==> config.mk <==
export PLATFORM = sky130hd
export DESIGN_NAME = rv_core
export DESIGN_NICKNAME = d
export VERILOG_FILES = /design/src/rv_core_pkg.sv /design/src/alu.sv /design/src/fetch_unit.sv /design/src/decode_unit.sv /design/src/reg_file.sv /design/src/execute_unit.sv /design/src/load_store_unit.sv /design/src/writeback_unit.sv /design/src/rv_core.sv
export SDC_FILE = /design/constraint.sdc
export NUM_CORES = 2
export LEC_CHECK = 0
export BUFFER_PORTS_ARGS = -buffer_cell sky130_fd_sc_hd__buf_4
export CAP_MARGIN = 20
export CORE_AREA = 2 2 382 384
export CTS_CLUSTER_DIAMETER = 50
export CTS_CLUSTER_SIZE = 16
export DETAILED_ROUTE_END_ITERATION = 12
export DIE_AREA = 0 0 384 386
export PLACE_DENSITY_LB_ADDON = 0.2
export SLEW_MARGIN = 10
export SYNTH_ARGS = -nofsm -noshare
export SYNTH_HDL_FRONTEND = slang
export SYNTH_HIERARCHICAL = 1
export SYNTH_SLANG_ARGS = --single-unit
==> constraint.sdc <==
create_clock -name clk -period 19.9 [get_ports clk]
set_input_delay 1.99 -clock clk [delete_from_list [all_inputs] [get_ports clk]]
set_output_delay 1.99 -clock clk [all_outputs]
set_load 0.01 [all_outputs]
==> src/rv_core_pkg.sv <==
/* shared widths, reset pc, opcode/format/alu enums,
   instruction word views and port structs of the rv32i core */
package rv_core_pkg;

    localparam int xlen = 32;
    localparam int reg_addr_w = 5;
    localparam logic [xlen-1:0] reset_pc = 32'h8000_0000;

    typedef logic [xlen-1:0] word_t;
    typedef logic [reg_addr_w-1:0] reg_idx_t;

    // major opcodes of the supported subset
    typedef enum logic [6:0] {
        opc_op     = 7'b0110011,
        opc_op_imm = 7'b0010011,
        opc_load   = 7'b0000011,
        opc_store  = 7'b0100011,
        opc_branch = 7'b1100011,
        opc_jal    = 7'b1101111,
        opc_jalr   = 7'b1100111,
        opc_lui    = 7'b0110111,
        opc_auipc  = 7'b0010111
    } opcode_e;

    typedef enum logic [2:0] {
        fmt_r, fmt_i, fmt_s, fmt_b, fmt_u, fmt_j, fmt_none
    } inst_fmt_e;

    typedef enum logic [3:0] {
        alu_add, alu_sub, alu_sll, alu_slt, alu_sltu,
        alu_xor, alu_srl, alu_sra, alu_or, alu_and
    } alu_op_e;

    // field layouts, msb first
    typedef struct packed {
        logic [6:0] funct7;
        reg_idx_t   rs2;
        reg_idx_t   rs1;
        logic [2:0] funct3;
        reg_idx_t   rd;
        opcode_e    opcode;
    } r_fmt_t;

    typedef struct packed {
        logic [11:0] imm_11_0;
        reg_idx_t    rs1;
        logic [2:0]  funct3;
        reg_idx_t    rd;
        opcode_e     opcode;
    } i_fmt_t;

    typedef struct packed {
        logic [6:0] imm_11_5;
        reg_idx_t   rs2;
        reg_idx_t   rs1;
        logic [2:0] funct3;
        logic [4:0] imm_4_0;
        opcode_e    opcode;
    } s_fmt_t;

    typedef struct packed {
        logic       imm_12;
        logic [5:0] imm_10_5;
        reg_idx_t   rs2;
        reg_idx_t   rs1;
        logic [2:0] funct3;
        logic [3:0] imm_4_1;
        logic       imm_11;
        opcode_e    opcode;
    } b_fmt_t;

    typedef struct packed {
        logic [19:0] imm_31_12;
        reg_idx_t    rd;
        opcode_e     opcode;
    } u_fmt_t;

    typedef struct packed {
        logic       imm_20;
        logic [9:0] imm_10_1;
        logic       imm_11;
        logic [7:0] imm_19_12;
        reg_idx_t   rd;
        opcode_e    opcode;
    } j_fmt_t;

    typedef union packed {
        r_fmt_t r;
        i_fmt_t i;
        s_fmt_t s;
        b_fmt_t b;
        u_fmt_t u;
        j_fmt_t j;
    } instr_u;

    typedef struct packed {
        opcode_e    opcode;
        logic [2:0] funct3;
        reg_idx_t   rd;
        reg_idx_t   rs1;
        reg_idx_t   rs2;
        word_t      imm;
        inst_fmt_e  fmt;
        alu_op_e    alu_op;
    } decoded_t;

    typedef struct packed {
        logic  read;
        logic  write;
        word_t addr;   // word aligned
        word_t wdata;
    } dmem_req_t;

    typedef struct packed {
        word_t    pc;
        logic     we;
        reg_idx_t rd;
        word_t    wdata;
    } retire_t;

endpackage

==> src/alu.sv <==
/* integer alu for the rv32i arithmetic, logic, shift and compare operations */
`timescale 1ns/1ps

module alu (
    input  rv_core_pkg::alu_op_e op,
    input  rv_core_pkg::word_t   a,
    input  rv_core_pkg::word_t   b,
    output rv_core_pkg::word_t   result
);
    logic [4:0] shamt;

    assign shamt = b[4:0];

    always_comb begin
        case (op)
            rv_core_pkg::alu_add:  result = a + b;
            rv_core_pkg::alu_sub:  result = a - b;
            rv_core_pkg::alu_sll:  result = a << shamt;
            rv_core_pkg::alu_slt:  result = {31'b0, $signed(a) < $signed(b)};
            rv_core_pkg::alu_sltu: result = {31'b0, a < b};
            rv_core_pkg::alu_xor:  result = a ^ b;
            rv_core_pkg::alu_srl:  result = a >> shamt;
            rv_core_pkg::alu_sra:  result = $signed(a) >>> shamt; // keeps the sign
            rv_core_pkg::alu_or:   result = a | b;
            rv_core_pkg::alu_and:  result = a & b;
            default:               result = '0;
        endcase
    end

endmodule

==> src/fetch_unit.sv <==
/* pc register, next-pc selection and the fetch / execute / memory sequencer */
`timescale 1ns/1ps

module fetch_unit (
    input  logic               clk,
    input  logic               reset,
    input  logic               jump_en,
    input  rv_core_pkg::word_t jump_target,
    input  logic               mem_access,
    input  rv_core_pkg::word_t imem_rdata,
    output logic               imem_req,
    output rv_core_pkg::word_t pc,
    output rv_core_pkg::word_t instr,
    output logic               exec_phase,
    output logic               retire_strobe
);
    typedef enum logic [1:0] {
        st_fetch,
        st_execute,
        st_memory
    } state_e;

    state_e state, next_state;
    rv_core_pkg::word_t instr_q;

    always_comb begin
        case (state)
            st_fetch:   next_state = imem_req ? st_execute : st_fetch;
            st_execute: next_state = mem_access ? st_memory : st_fetch;
            default:    next_state = st_fetch;
        endcase
    end

    always_ff @(posedge clk) begin
        if (reset) begin
            state    <= st_fetch;
            imem_req <= 1'b0;
            pc       <= rv_core_pkg::reset_pc;
        end else begin
            state    <= next_state;
            imem_req <= (next_state == st_fetch); // one request per fetch visit
            if (retire_strobe)
                pc <= jump_en ? jump_target : pc + 32'd4;
        end
    end

    // hold the word for the memory cycle of loads and stores
    always_ff @(posedge clk) begin
        if (state == st_execute)
            instr_q <= imem_rdata;
    end

    assign exec_phase    = (state == st_execute);
    assign instr         = exec_phase ? imem_rdata : instr_q; // fresh word arrives in execute
    assign retire_strobe = (exec_phase && !mem_access) || (state == st_memory);

    a_req_only_in_fetch: assert property (
        @(posedge clk) disable iff (reset) (state != st_fetch) |-> !imem_req
    );

endmodule

==> src/decode_unit.sv <==
/* instruction decoder: format, sign-extended immediate and alu operation */
`timescale 1ns/1ps

module decode_unit (
    input  rv_core_pkg::word_t    instr,
    output rv_core_pkg::decoded_t dec
);
    rv_core_pkg::instr_u    iw;
    rv_core_pkg::inst_fmt_e fmt;
    rv_core_pkg::word_t     imm;
    rv_core_pkg::alu_op_e   alu_op;

    assign iw = instr;

    always_comb begin
        case (iw.r.opcode)
            rv_core_pkg::opc_op:     fmt = rv_core_pkg::fmt_r;
            rv_core_pkg::opc_op_imm,
            rv_core_pkg::opc_load,
            rv_core_pkg::opc_jalr:   fmt = rv_core_pkg::fmt_i;
            rv_core_pkg::opc_store:  fmt = rv_core_pkg::fmt_s;
            rv_core_pkg::opc_branch: fmt = rv_core_pkg::fmt_b;
            rv_core_pkg::opc_lui,
            rv_core_pkg::opc_auipc:  fmt = rv_core_pkg::fmt_u;
            rv_core_pkg::opc_jal:    fmt = rv_core_pkg::fmt_j;
            default:                 fmt = rv_core_pkg::fmt_none;
        endcase
    end

    // immediate bits read through the view of the selected format
    always_comb begin
        case (fmt)
            rv_core_pkg::fmt_i: imm = {{20{iw.i.imm_11_0[11]}}, iw.i.imm_11_0};
            rv_core_pkg::fmt_s: imm = {{20{iw.s.imm_11_5[6]}}, iw.s.imm_11_5, iw.s.imm_4_0};
            rv_core_pkg::fmt_b: imm = {{19{iw.b.imm_12}}, iw.b.imm_12, iw.b.imm_11,
                                       iw.b.imm_10_5, iw.b.imm_4_1, 1'b0};
            rv_core_pkg::fmt_u: imm = {iw.u.imm_31_12, 12'h000};
            rv_core_pkg::fmt_j: imm = {{11{iw.j.imm_20}}, iw.j.imm_20, iw.j.imm_19_12,
                                       iw.j.imm_11, iw.j.imm_10_1, 1'b0};
            default:            imm = '0;
        endcase
    end

    always_comb begin
        alu_op = rv_core_pkg::alu_add; // addresses, lui, auipc and jumps
        if (iw.r.opcode == rv_core_pkg::opc_op || iw.r.opcode == rv_core_pkg::opc_op_imm) begin
            case (iw.r.funct3)
                3'b000: begin
                    // only the register form has a subtract
                    if (fmt == rv_core_pkg::fmt_r && iw.r.funct7[5])
                        alu_op = rv_core_pkg::alu_sub;
                end
                3'b001: alu_op = rv_core_pkg::alu_sll;
                3'b010: alu_op = rv_core_pkg::alu_slt;
                3'b011: alu_op = rv_core_pkg::alu_sltu;
                3'b100: alu_op = rv_core_pkg::alu_xor;
                3'b101: alu_op = iw.r.funct7[5] ? rv_core_pkg::alu_sra : rv_core_pkg::alu_srl;
                3'b110: alu_op = rv_core_pkg::alu_or;
                default: alu_op = rv_core_pkg::alu_and;
            endcase
        end
    end

    always_comb begin
        dec.opcode = iw.r.opcode;
        dec.funct3 = iw.r.funct3;
        dec.rd     = iw.r.rd;
        dec.rs1    = iw.r.rs1;
        dec.rs2    = iw.r.rs2;
        dec.imm    = imm;
        dec.fmt    = fmt;
        dec.alu_op = alu_op;
    end

endmodule

==> src/reg_file.sv <==
/* 32 x 32-bit register file, x0 reads zero, two read ports and one write port */
`timescale 1ns/1ps

module reg_file (
    input  logic                  clk,
    input  logic                  reset,
    input  rv_core_pkg::reg_idx_t raddr1,
    input  rv_core_pkg::reg_idx_t raddr2,
    output rv_core_pkg::word_t    rdata1,
    output rv_core_pkg::word_t    rdata2,
    input  logic                  we,
    input  rv_core_pkg::reg_idx_t waddr,
    input  rv_core_pkg::word_t    wdata
);
    rv_core_pkg::word_t regs [32];

    always_ff @(posedge clk) begin
        if (reset) begin
            for (int i = 0; i < 32; i++)
                regs[i] <= '0;
        end else if (we && waddr != '0) begin // x0 stays zero
            regs[waddr] <= wdata;
        end
    end

    assign rdata1 = (raddr1 == '0) ? '0 : regs[raddr1];
    assign rdata2 = (raddr2 == '0) ? '0 : regs[raddr2];

    a_x0_untouched: assert property (
        @(posedge clk) disable iff (reset) regs[0] == '0
    );

endmodule

==> src/execute_unit.sv <==
/* operand selection, alu, branch conditions and jump target */
`timescale 1ns/1ps

module execute_unit (
    input  rv_core_pkg::decoded_t dec,
    input  rv_core_pkg::word_t    pc,
    input  rv_core_pkg::word_t    rs1_data,
    input  rv_core_pkg::word_t    rs2_data,
    output rv_core_pkg::word_t    alu_result,
    output logic                  jump_en,
    output rv_core_pkg::word_t    jump_target
);
    rv_core_pkg::word_t alu_a, alu_b;
    logic               taken;

    alu u_alu (
        .op     (dec.alu_op),
        .a      (alu_a),
        .b      (alu_b),
        .result (alu_result)
    );

    always_comb begin
        alu_a = rs1_data;
        alu_b = dec.imm;
        case (dec.fmt)
            rv_core_pkg::fmt_r: alu_b = rs2_data;
            rv_core_pkg::fmt_b,
            rv_core_pkg::fmt_j: alu_a = pc;                // target computed in the alu
            rv_core_pkg::fmt_u: alu_a = (dec.opcode == rv_core_pkg::opc_lui) ? '0 : pc;
            default: ;
        endcase
    end

    always_comb begin
        case (dec.funct3)
            3'b000:  taken = (rs1_data == rs2_data);
            3'b001:  taken = (rs1_data != rs2_data);
            3'b100:  taken = ($signed(rs1_data) < $signed(rs2_data));
            3'b101:  taken = ($signed(rs1_data) >= $signed(rs2_data));
            3'b110:  taken = (rs1_data < rs2_data);
            3'b111:  taken = (rs1_data >= rs2_data);
            default: taken = 1'b0;
        endcase
    end

    always_comb begin
        jump_target = alu_result;
        case (dec.opcode)
            rv_core_pkg::opc_jal:    jump_en = 1'b1;
            rv_core_pkg::opc_branch: jump_en = taken;
            rv_core_pkg::opc_jalr: begin
                jump_en     = 1'b1;
                jump_target = {alu_result[31:1], 1'b0}; // lsb cleared per spec
            end
            default:                 jump_en = 1'b0;
        endcase
    end

endmodule

==> src/load_store_unit.sv <==
/* data memory request strobes and load data alignment / extension */
`timescale 1ns/1ps

module load_store_unit (
    input  logic                   clk,
    input  logic                   reset,
    input  rv_core_pkg::decoded_t  dec,
    input  logic                   exec_phase,
    input  rv_core_pkg::word_t     addr,
    input  rv_core_pkg::word_t     store_data,
    output rv_core_pkg::dmem_req_t dmem,
    input  rv_core_pkg::word_t     dmem_rdata,
    output rv_core_pkg::word_t     load_data,
    output logic                   mem_access
);
    logic               is_load, is_store;
    logic [2:0]         funct3_q;
    logic [1:0]         offset_q;
    rv_core_pkg::word_t shifted;

    assign is_load    = (dec.opcode == rv_core_pkg::opc_load);
    assign is_store   = (dec.opcode == rv_core_pkg::opc_store);
    assign mem_access = is_load || is_store;

    assign dmem.read  = exec_phase && is_load;
    assign dmem.write = exec_phase && is_store;
    assign dmem.addr  = {addr[31:2], 2'b00};
    assign dmem.wdata = store_data;

    // read data shows up one cycle later, keep size and lane until then
    always_ff @(posedge clk) begin
        if (exec_phase) begin
            funct3_q <= dec.funct3;
            offset_q <= addr[1:0];
        end
    end

    assign shifted = dmem_rdata >> {offset_q, 3'b000};

    always_comb begin
        case (funct3_q)
            3'b000:  load_data = {{24{shifted[7]}}, shifted[7:0]};   // lb
            3'b001:  load_data = {{16{shifted[15]}}, shifted[15:0]}; // lh
            3'b100:  load_data = {24'b0, shifted[7:0]};              // lbu
            3'b101:  load_data = {16'b0, shifted[15:0]};             // lhu
            default: load_data = dmem_rdata;                         // lw
        endcase
    end

    a_no_read_and_write: assert property (
        @(posedge clk) disable iff (reset) !(dmem.read && dmem.write)
    );

endmodule

==> src/writeback_unit.sv <==
/* register write data and write enable per instruction kind */
`timescale 1ns/1ps

module writeback_unit (
    input  rv_core_pkg::decoded_t dec,
    input  rv_core_pkg::word_t    pc,
    input  rv_core_pkg::word_t    alu_result,
    input  rv_core_pkg::word_t    load_data,
    input  logic                  commit,
    output rv_core_pkg::word_t    wdata,
    output logic                  we
);
    logic writes_rd;

    always_comb begin
        writes_rd = 1'b1;
        case (dec.opcode)
            rv_core_pkg::opc_jal,
            rv_core_pkg::opc_jalr:   wdata = pc + 32'd4; // link address
            rv_core_pkg::opc_load:   wdata = load_data;
            rv_core_pkg::opc_op,
            rv_core_pkg::opc_op_imm,
            rv_core_pkg::opc_lui,
            rv_core_pkg::opc_auipc:  wdata = alu_result;
            default: begin
                // branches, stores and unknown opcodes
                wdata     = '0;
                writes_rd = 1'b0;
            end
        endcase
    end

    assign we = writes_rd && commit;

endmodule

==> src/rv_core.sv <==
/* multi-cycle rv32i core top, one instruction in flight */
`timescale 1ns/1ps

module rv_core (
    input  logic                   clk,
    input  logic                   reset,
    output logic                   imem_req,
    output rv_core_pkg::word_t     imem_addr,
    input  rv_core_pkg::word_t     imem_rdata,
    output rv_core_pkg::dmem_req_t dmem,
    input  rv_core_pkg::word_t     dmem_rdata,
    output logic                   retire_valid,
    output rv_core_pkg::retire_t   retire
);
    rv_core_pkg::word_t    pc, instr, jump_target;
    rv_core_pkg::word_t    rs1_data, rs2_data, alu_result, load_data, wb_wdata;
    rv_core_pkg::decoded_t dec;
    logic                  jump_en, mem_access, exec_phase, retire_strobe, wb_we;

    fetch_unit u_fetch (
        .clk           (clk),
        .reset         (reset),
        .jump_en       (jump_en),
        .jump_target   (jump_target),
        .mem_access    (mem_access),
        .imem_rdata    (imem_rdata),
        .imem_req      (imem_req),
        .pc            (pc),
        .instr         (instr),
        .exec_phase    (exec_phase),
        .retire_strobe (retire_strobe)
    );

    decode_unit u_decode (
        .instr (instr),
        .dec   (dec)
    );

    reg_file u_regs (
        .clk    (clk),
        .reset  (reset),
        .raddr1 (dec.rs1),
        .raddr2 (dec.rs2),
        .rdata1 (rs1_data),
        .rdata2 (rs2_data),
        .we     (wb_we),
        .waddr  (dec.rd),
        .wdata  (wb_wdata)
    );

    execute_unit u_execute (
        .dec         (dec),
        .pc          (pc),
        .rs1_data    (rs1_data),
        .rs2_data    (rs2_data),
        .alu_result  (alu_result),
        .jump_en     (jump_en),
        .jump_target (jump_target)
    );

    load_store_unit u_lsu (
        .clk        (clk),
        .reset      (reset),
        .dec        (dec),
        .exec_phase (exec_phase),
        .addr       (alu_result),
        .store_data (rs2_data),
        .dmem       (dmem),
        .dmem_rdata (dmem_rdata),
        .load_data  (load_data),
        .mem_access (mem_access)
    );

    writeback_unit u_writeback (
        .dec        (dec),
        .pc         (pc),
        .alu_result (alu_result),
        .load_data  (load_data),
        .commit     (retire_strobe),
        .wdata      (wb_wdata),
        .we         (wb_we)
    );

    assign imem_addr    = pc;
    assign retire_valid = retire_strobe;

    // retire report mirrors the register file write
    assign retire.pc    = pc;
    assign retire.we    = wb_we;
    assign retire.rd    = dec.rd;
    assign retire.wdata = wb_wdata;

endmodule

After elaboration in Yosys (flattened, before gate mapping)
Memory sizes are Yosys's and may differ from the RTL's.
Cells that the tools add are included.
W data, S select, Z words.
- add/subtract/negate cells: 3
- muxes and demuxes: 31
- shift-type cells: 4
- reduce and logical (&&, ||, !) cells: 26
- order comparisons: 6
- bitwise gates (word level): 3
- equal/unequal tests: 37
- operators by type and width (cell ; number):
    $pmux W32 S10 ; 1
    $mux W32 ; 7
    $pmux W32 S5 ; 1
    $lt A32 B32 Y1 ; 4
    $pmux W32 S4 ; 1
    $pmux W32 S3 ; 1
    $ge A32 B32 Y1 ; 2
    $pmux W32 S2 ; 1
    $add A32 B3 Y32 const B ; 1
    $add A32 B32 Y32 ; 1
    $and A32 B32 Y32 ; 1
    $eq A32 B32 Y1 ; 1
    $ne A32 B32 Y1 ; 1
    $or A32 B32 Y32 ; 1
    $reduce_or A32 Y1 ; 1
    $shl A32 B5 Y32 ; 1
    $shr A32 B5 Y16 ; 1
    $shr A32 B5 Y32 ; 1
    $sshr A32 B5 Y32 ; 1
    $sub A32 B32 Y32 ; 1
    $xor A32 B32 Y32 ; 1
    $pmux W4 S7 ; 1
    $eq A3 B3 Y1 const B ; 8
    $eq A7 B6 Y1 const B ; 3
    other kinds (31) ; 67
- bits in registers: 72
- memory bits (writable): 1024
- input port bits: 66
- memories kept: 1
- memory list (memory ; depth ; bits a word ; read ports ; clocked after memory_dff ; write ports ; line ; source):
    u_regs.regs ; 32 ; 32 ; 2 ; 0 ; 32 ; reg_file.sv:15 ; rv_core_pkg::word_t regs [32];

Depth between registers and ports, before layout
- word-level depth: 14
- mapped depth: 35
- depth with buffers taken out: 29

Hierarchy
Netlist, hierarchy kept.
- modules (own cells, without submodules) (module ; area an instance (um^2) ; cells each ; seq. area each (um^2) ; instances):
    reg_file ; 54253.3 ; 3502 ; 30749.5 ; 1
    alu ; 8359.3 ; 1181 ; 0.0 ; 1
    fetch_unit ; 3445.8 ; 382 ; 1341.3 ; 1
    execute_unit ; 1905.6 ; 246 ; 0.0 ; 1
    load_store_unit ; 1353.8 ; 180 ; 150.1 ; 1
    writeback_unit ; 1104.8 ; 166 ; 0.0 ; 1
    decode_unit ; 958.4 ; 144 ; 0.0 ; 1
    rv_core ; 247.7 ; 33 ; 0.0 ; 1

Worst setup path after synthesis
Ideal clock, no wire load.
- path kind: input -> output
- from: in imem_rdata[4]
- to: out retire[30] in the netlist's numbering
- setup slack: 9169 ps
- data arrival time: 8741 ps
- stages on the path: 28
- buffers on the path: 5
- data required time: 17910 ps
- cell sequence: mux2_2 > nand2b_1 > nor4_2 > inv_2 > ha_1 > inv_1 > nor3_1 > a211o_1 > nor3_1 > buf_2 > mux2_2 > inv_1 > buf_2 > buf_1 > buf_1 > ha_1 > buf_2 > o21bai_1 > nand3b_1 > a311oi_1 > o21ai_1 > a311oi_2 > a2111oi_0 > or2_1 > mux2_4 > o221ai_2 > a22oi_1 > o22ai_1
- RTL lines (what ; line ; source):
    from (decl) ; rv_core.sv:9 ; input rv_core_pkg::word_t imem_rdata,
    to (decl) ; rv_core.sv:13 ; output rv_core_pkg::retire_t retire

==> impl_metrics.tcl <==
set metrics [dict create \
    hold_viol_final 0 \
    comb_power_share_pct 44.4 \
    fin_crit_sh_pct 68.5 \
    swShare_pct 41.2 \
    p_int_w 0.00535 \
    numCtsBuffers 119 \
    netSwitchingPower_w 0.00374 \
    routed_wl_mm 287 \
    cts_resized 0 \
    grt-ovfl-total 0 \
    synth_edf_count 1029 \
    area_delta_synth_final_pct 10.0 \
    pin_count 236 \
    synth.area.mux_share_pct 21.0 \
    tritoncts "done" \
    start_kind "flip-flop" \
    grt_max_degree 108 \
    final_nets 5945 \
    final_cell_mix "edfxtp_1, and2_1, mux4_2, buf_4, nor2_1" \
    ys_ff_latch 1096 \
    drc 0 \
    postCtsSetupRepairBufs 0 \
    cts_hold_buf 0 \
    floorplan.initialDensity_pct 49.6 \
    pwr-share-clk_pct 26.1 \
    fill_cells 11873 \
    cpPeakStageDelay_ns 0.68 \
    grt_pass1_vias 51249 \
    gp_congestion 1.07 \
    peakVddDrop_v 0.000132 \
    synthSimpleGateAreaFrac_pct 15.0 \
    cellPowerDensity_mw_per_mm2 115 \
    hold_class "reg2reg" \
    track_usage_pct 38.1 \
    finalSetupTns_ns 0 \
    core_area_mm2 0.145 \
    yosysSeqAreaShare_pct 45.0 \
    antenna_found_initial 20 \
    yosys_warnings 6 \
    hpwl_mm 188 \
    tightest_slew_ns 1.38 \
    dpl.cell_count 7534 \
    skew_ns 0.100 \
    synth_top_family_by_area "multiplexers" \
    p_leak_nw 28.8 \
    synth_compound_area_share_pct 10.0 \
    final_cell_count_no_fill 7771 \
    grt_pass1_wl_mm 397 \
    fin_crit_ns 13.63 \
    ant_nets 0 \
    maxSlewHeadroom_pct 7.85 \
    fmax_ghz 0.0734 \
    crit_type "reg2out" \
    setup_viol 0 \
    vias 54238 \
    pwr-share-seq_pct 29.4 \
    clockBufferDepth 3 \
    dieArea_mm2 0.148 \
    row_count 140 \
    cts.sinks 1096 \
    drive_gt1_share_pct 25.4 \
    clock-root-buffer "clkbuf_16" \
    status "complete, no violations" \
    synth_area_mm2 0.0716 \
    drtIter0Drc 8867 \
    synthCells 5834 \
    vias_per_cell 6.98 \
    synth.avg_cell_area_um2 12.3 \
    synthFlopType "edfxtp_1" \
    ys_types 121 \
    maxCapViolCount 0 \
    final_common_cell "edfxtp_1" \
    firstDrtPassIters 8 \
    setup.worst_path.end_class "output pin" \
    async_flop_share_pct 0 \
    cp.arrival_ns 11.64 \
    clk_pin_slew_ns 0.06 \
    wl_per_cell_um 37.0 \
    path_max_fanout 45 \
    cp_slowest_cell "mux2_2" \
    die_h_um 386 \
    numPortBuffers 233 \
    cp_common_cell "buf_4" \
    die_w_um 384 \
    synthAdderAreaFrac_pct 2.40 \
    rsz0062_at_grt "no" \
    report.final.slew_viol_count 0 \
    synth_xor_area_share_pct 0.599 \
    h-tree-depth 3 \
    insertion_delay_ns 0.80 \
    required_ns 17.91 \
]
[power by group through the flow]
stage / sequential (W) / combinational [W] / clock [W]
2_1_floorplan: 0.00269 / 0.00259 / 0
3_3_place_gp: 0.00272 / 0.00384 / 0
3_5_place_dp: 0.00272 / 0.00386 / 0
4_1_cts: 0.00267 / 0.00387 / 0.00239
5_1_grt: 0.00268 / 0.00414 / 0.00248
6_report: 0.00267 / 0.00404 / 0.00238
[per-layer routing]
metal	vias to the layer above	track usage, %	share of wire, %
met5	-	0	0.032
met4	14	21.0	6.5
met3	702	10.2	14
met2	4277	55.5	43
met1	27280	52.0	37
li1	21965	-	-
[cell usage after synthesis, types with 91 or more instances]
| library cell | count | share of area [%] |
|---|---|---|
| mux2_2 | 104 | 1.6 |
| o22ai_1 | 145 | 1.3 |
| clkbuf_1 | 363 | 1.9 |
| nor2_1 | 232 | 1.2 |
| mux4_2 | 532 | 17 |
| a22o_1 | 91 | 1.1 |
| buf_4 | 193 | 2.0 |
| ha_1 | 134 | 2.3 |
| mux2i_1 | 186 | 2.6 |
| and2_1 | 1009 | 8.8 |
| nor3_1 | 103 | 0.72 |
| a21oi_1 | 160 | 1.1 |
| nand2_1 | 173 | 0.91 |
| inv_1 | 148 | 0.78 |
| edfxtp_1 | 1029 | 43 |
| o21ai_0 | 141 | 0.99 |
[registers in the layout, indices dropped and copies added (netlist names)]
signal            count
u_lsu/offset_q        2
u_fetch/state         2
u_lsu/funct3_q        3
u_regs/regs        1024
u_fetch/pc           32
u_fetch/instr_q      32
u_fetch/imem_req      1
[worst paths after layout]
kind                                    start                          endpoint  slack [ns]  cells past startpoint
setup / recovery  u_fetch/state[0]$_SDFF_PP0_                        retire[31]        6.27                     30
hold / removal    u_fetch/imem_req$_SDFF_PP0_       u_fetch/state[0]$_SDFF_PP0_        0.51                      1
setup reg to reg  u_fetch/state[0]$_SDFF_PP0_  u_regs/regs[7][29]$_SDFFCE_PN0P_        8.67                     30
hold reg to reg   u_fetch/imem_req$_SDFF_PP0_       u_fetch/state[0]$_SDFF_PP0_        0.51                      1
[through the flow]
step / power, W / cell area [µm²] / util (%) / hold slack, ns / setup slack [ns]
6_report: 0.00909 / 78800 / 54.5 / 0.506 / 6.27
5_1_grt: 0.00931 / 78800 / 54.5 / 0.516 / 5.76
4_1_cts: 0.00894 / 78700 / 54.5 / 0.506 / 6.53
3_5_place_dp: 0.00658 / 74500 / 51.6 / 0.498 / 6.61
3_3_place_gp: 0.00656 / 74500 / 51.5 / 0.489 / 6.71
2_1_floorplan: 0.00528 / 71700 / - / 0.460 / 9.17
[worst max-delay path, delay by kind of cell (launching register included)]
kind / cells / cell delay, ns
multiplexers: 2 / 1.09
AO/OA/AOI/OAI: 11 / 3.40
buffers and inverters: 9 / 3.38
AND/OR/NAND/NOR: 6 / 1.53
flip-flops: 1 / 0.44
adder cells (fa/ha/maj): 2 / 0.87
[final cells by class]
cell class | count | area (µm²) | share of cell area (%)
Timing Repair Buffer | 454 | 3520 | 4.47
Inverter | 153 | 574 | 0.729
Tap cell | 1917 | 2400 | 3.04
Clock buffer | 124 | 3000 | 3.80
Multi-Input combinational cell | 3919 | 35800 | 45.4
Clock inverter | 103 | 1250 | 1.59
Sequential cell | 1096 | 32200 | 40.9
Antenna cell | 5 | 12.5 | 0.0159
[kinds of logic after synthesis]
kind of cell / count (synthesis)
AND/OR/NAND/NOR: 1870
XOR/XNOR: 49
AO/OA/AOI/OAI: 1007
flip-flops: 1096
other: 2
adder cells (fa/ha/maj): 136
buffers and inverters: 851
multiplexers: 823
(Power assumes the default switching activity.)
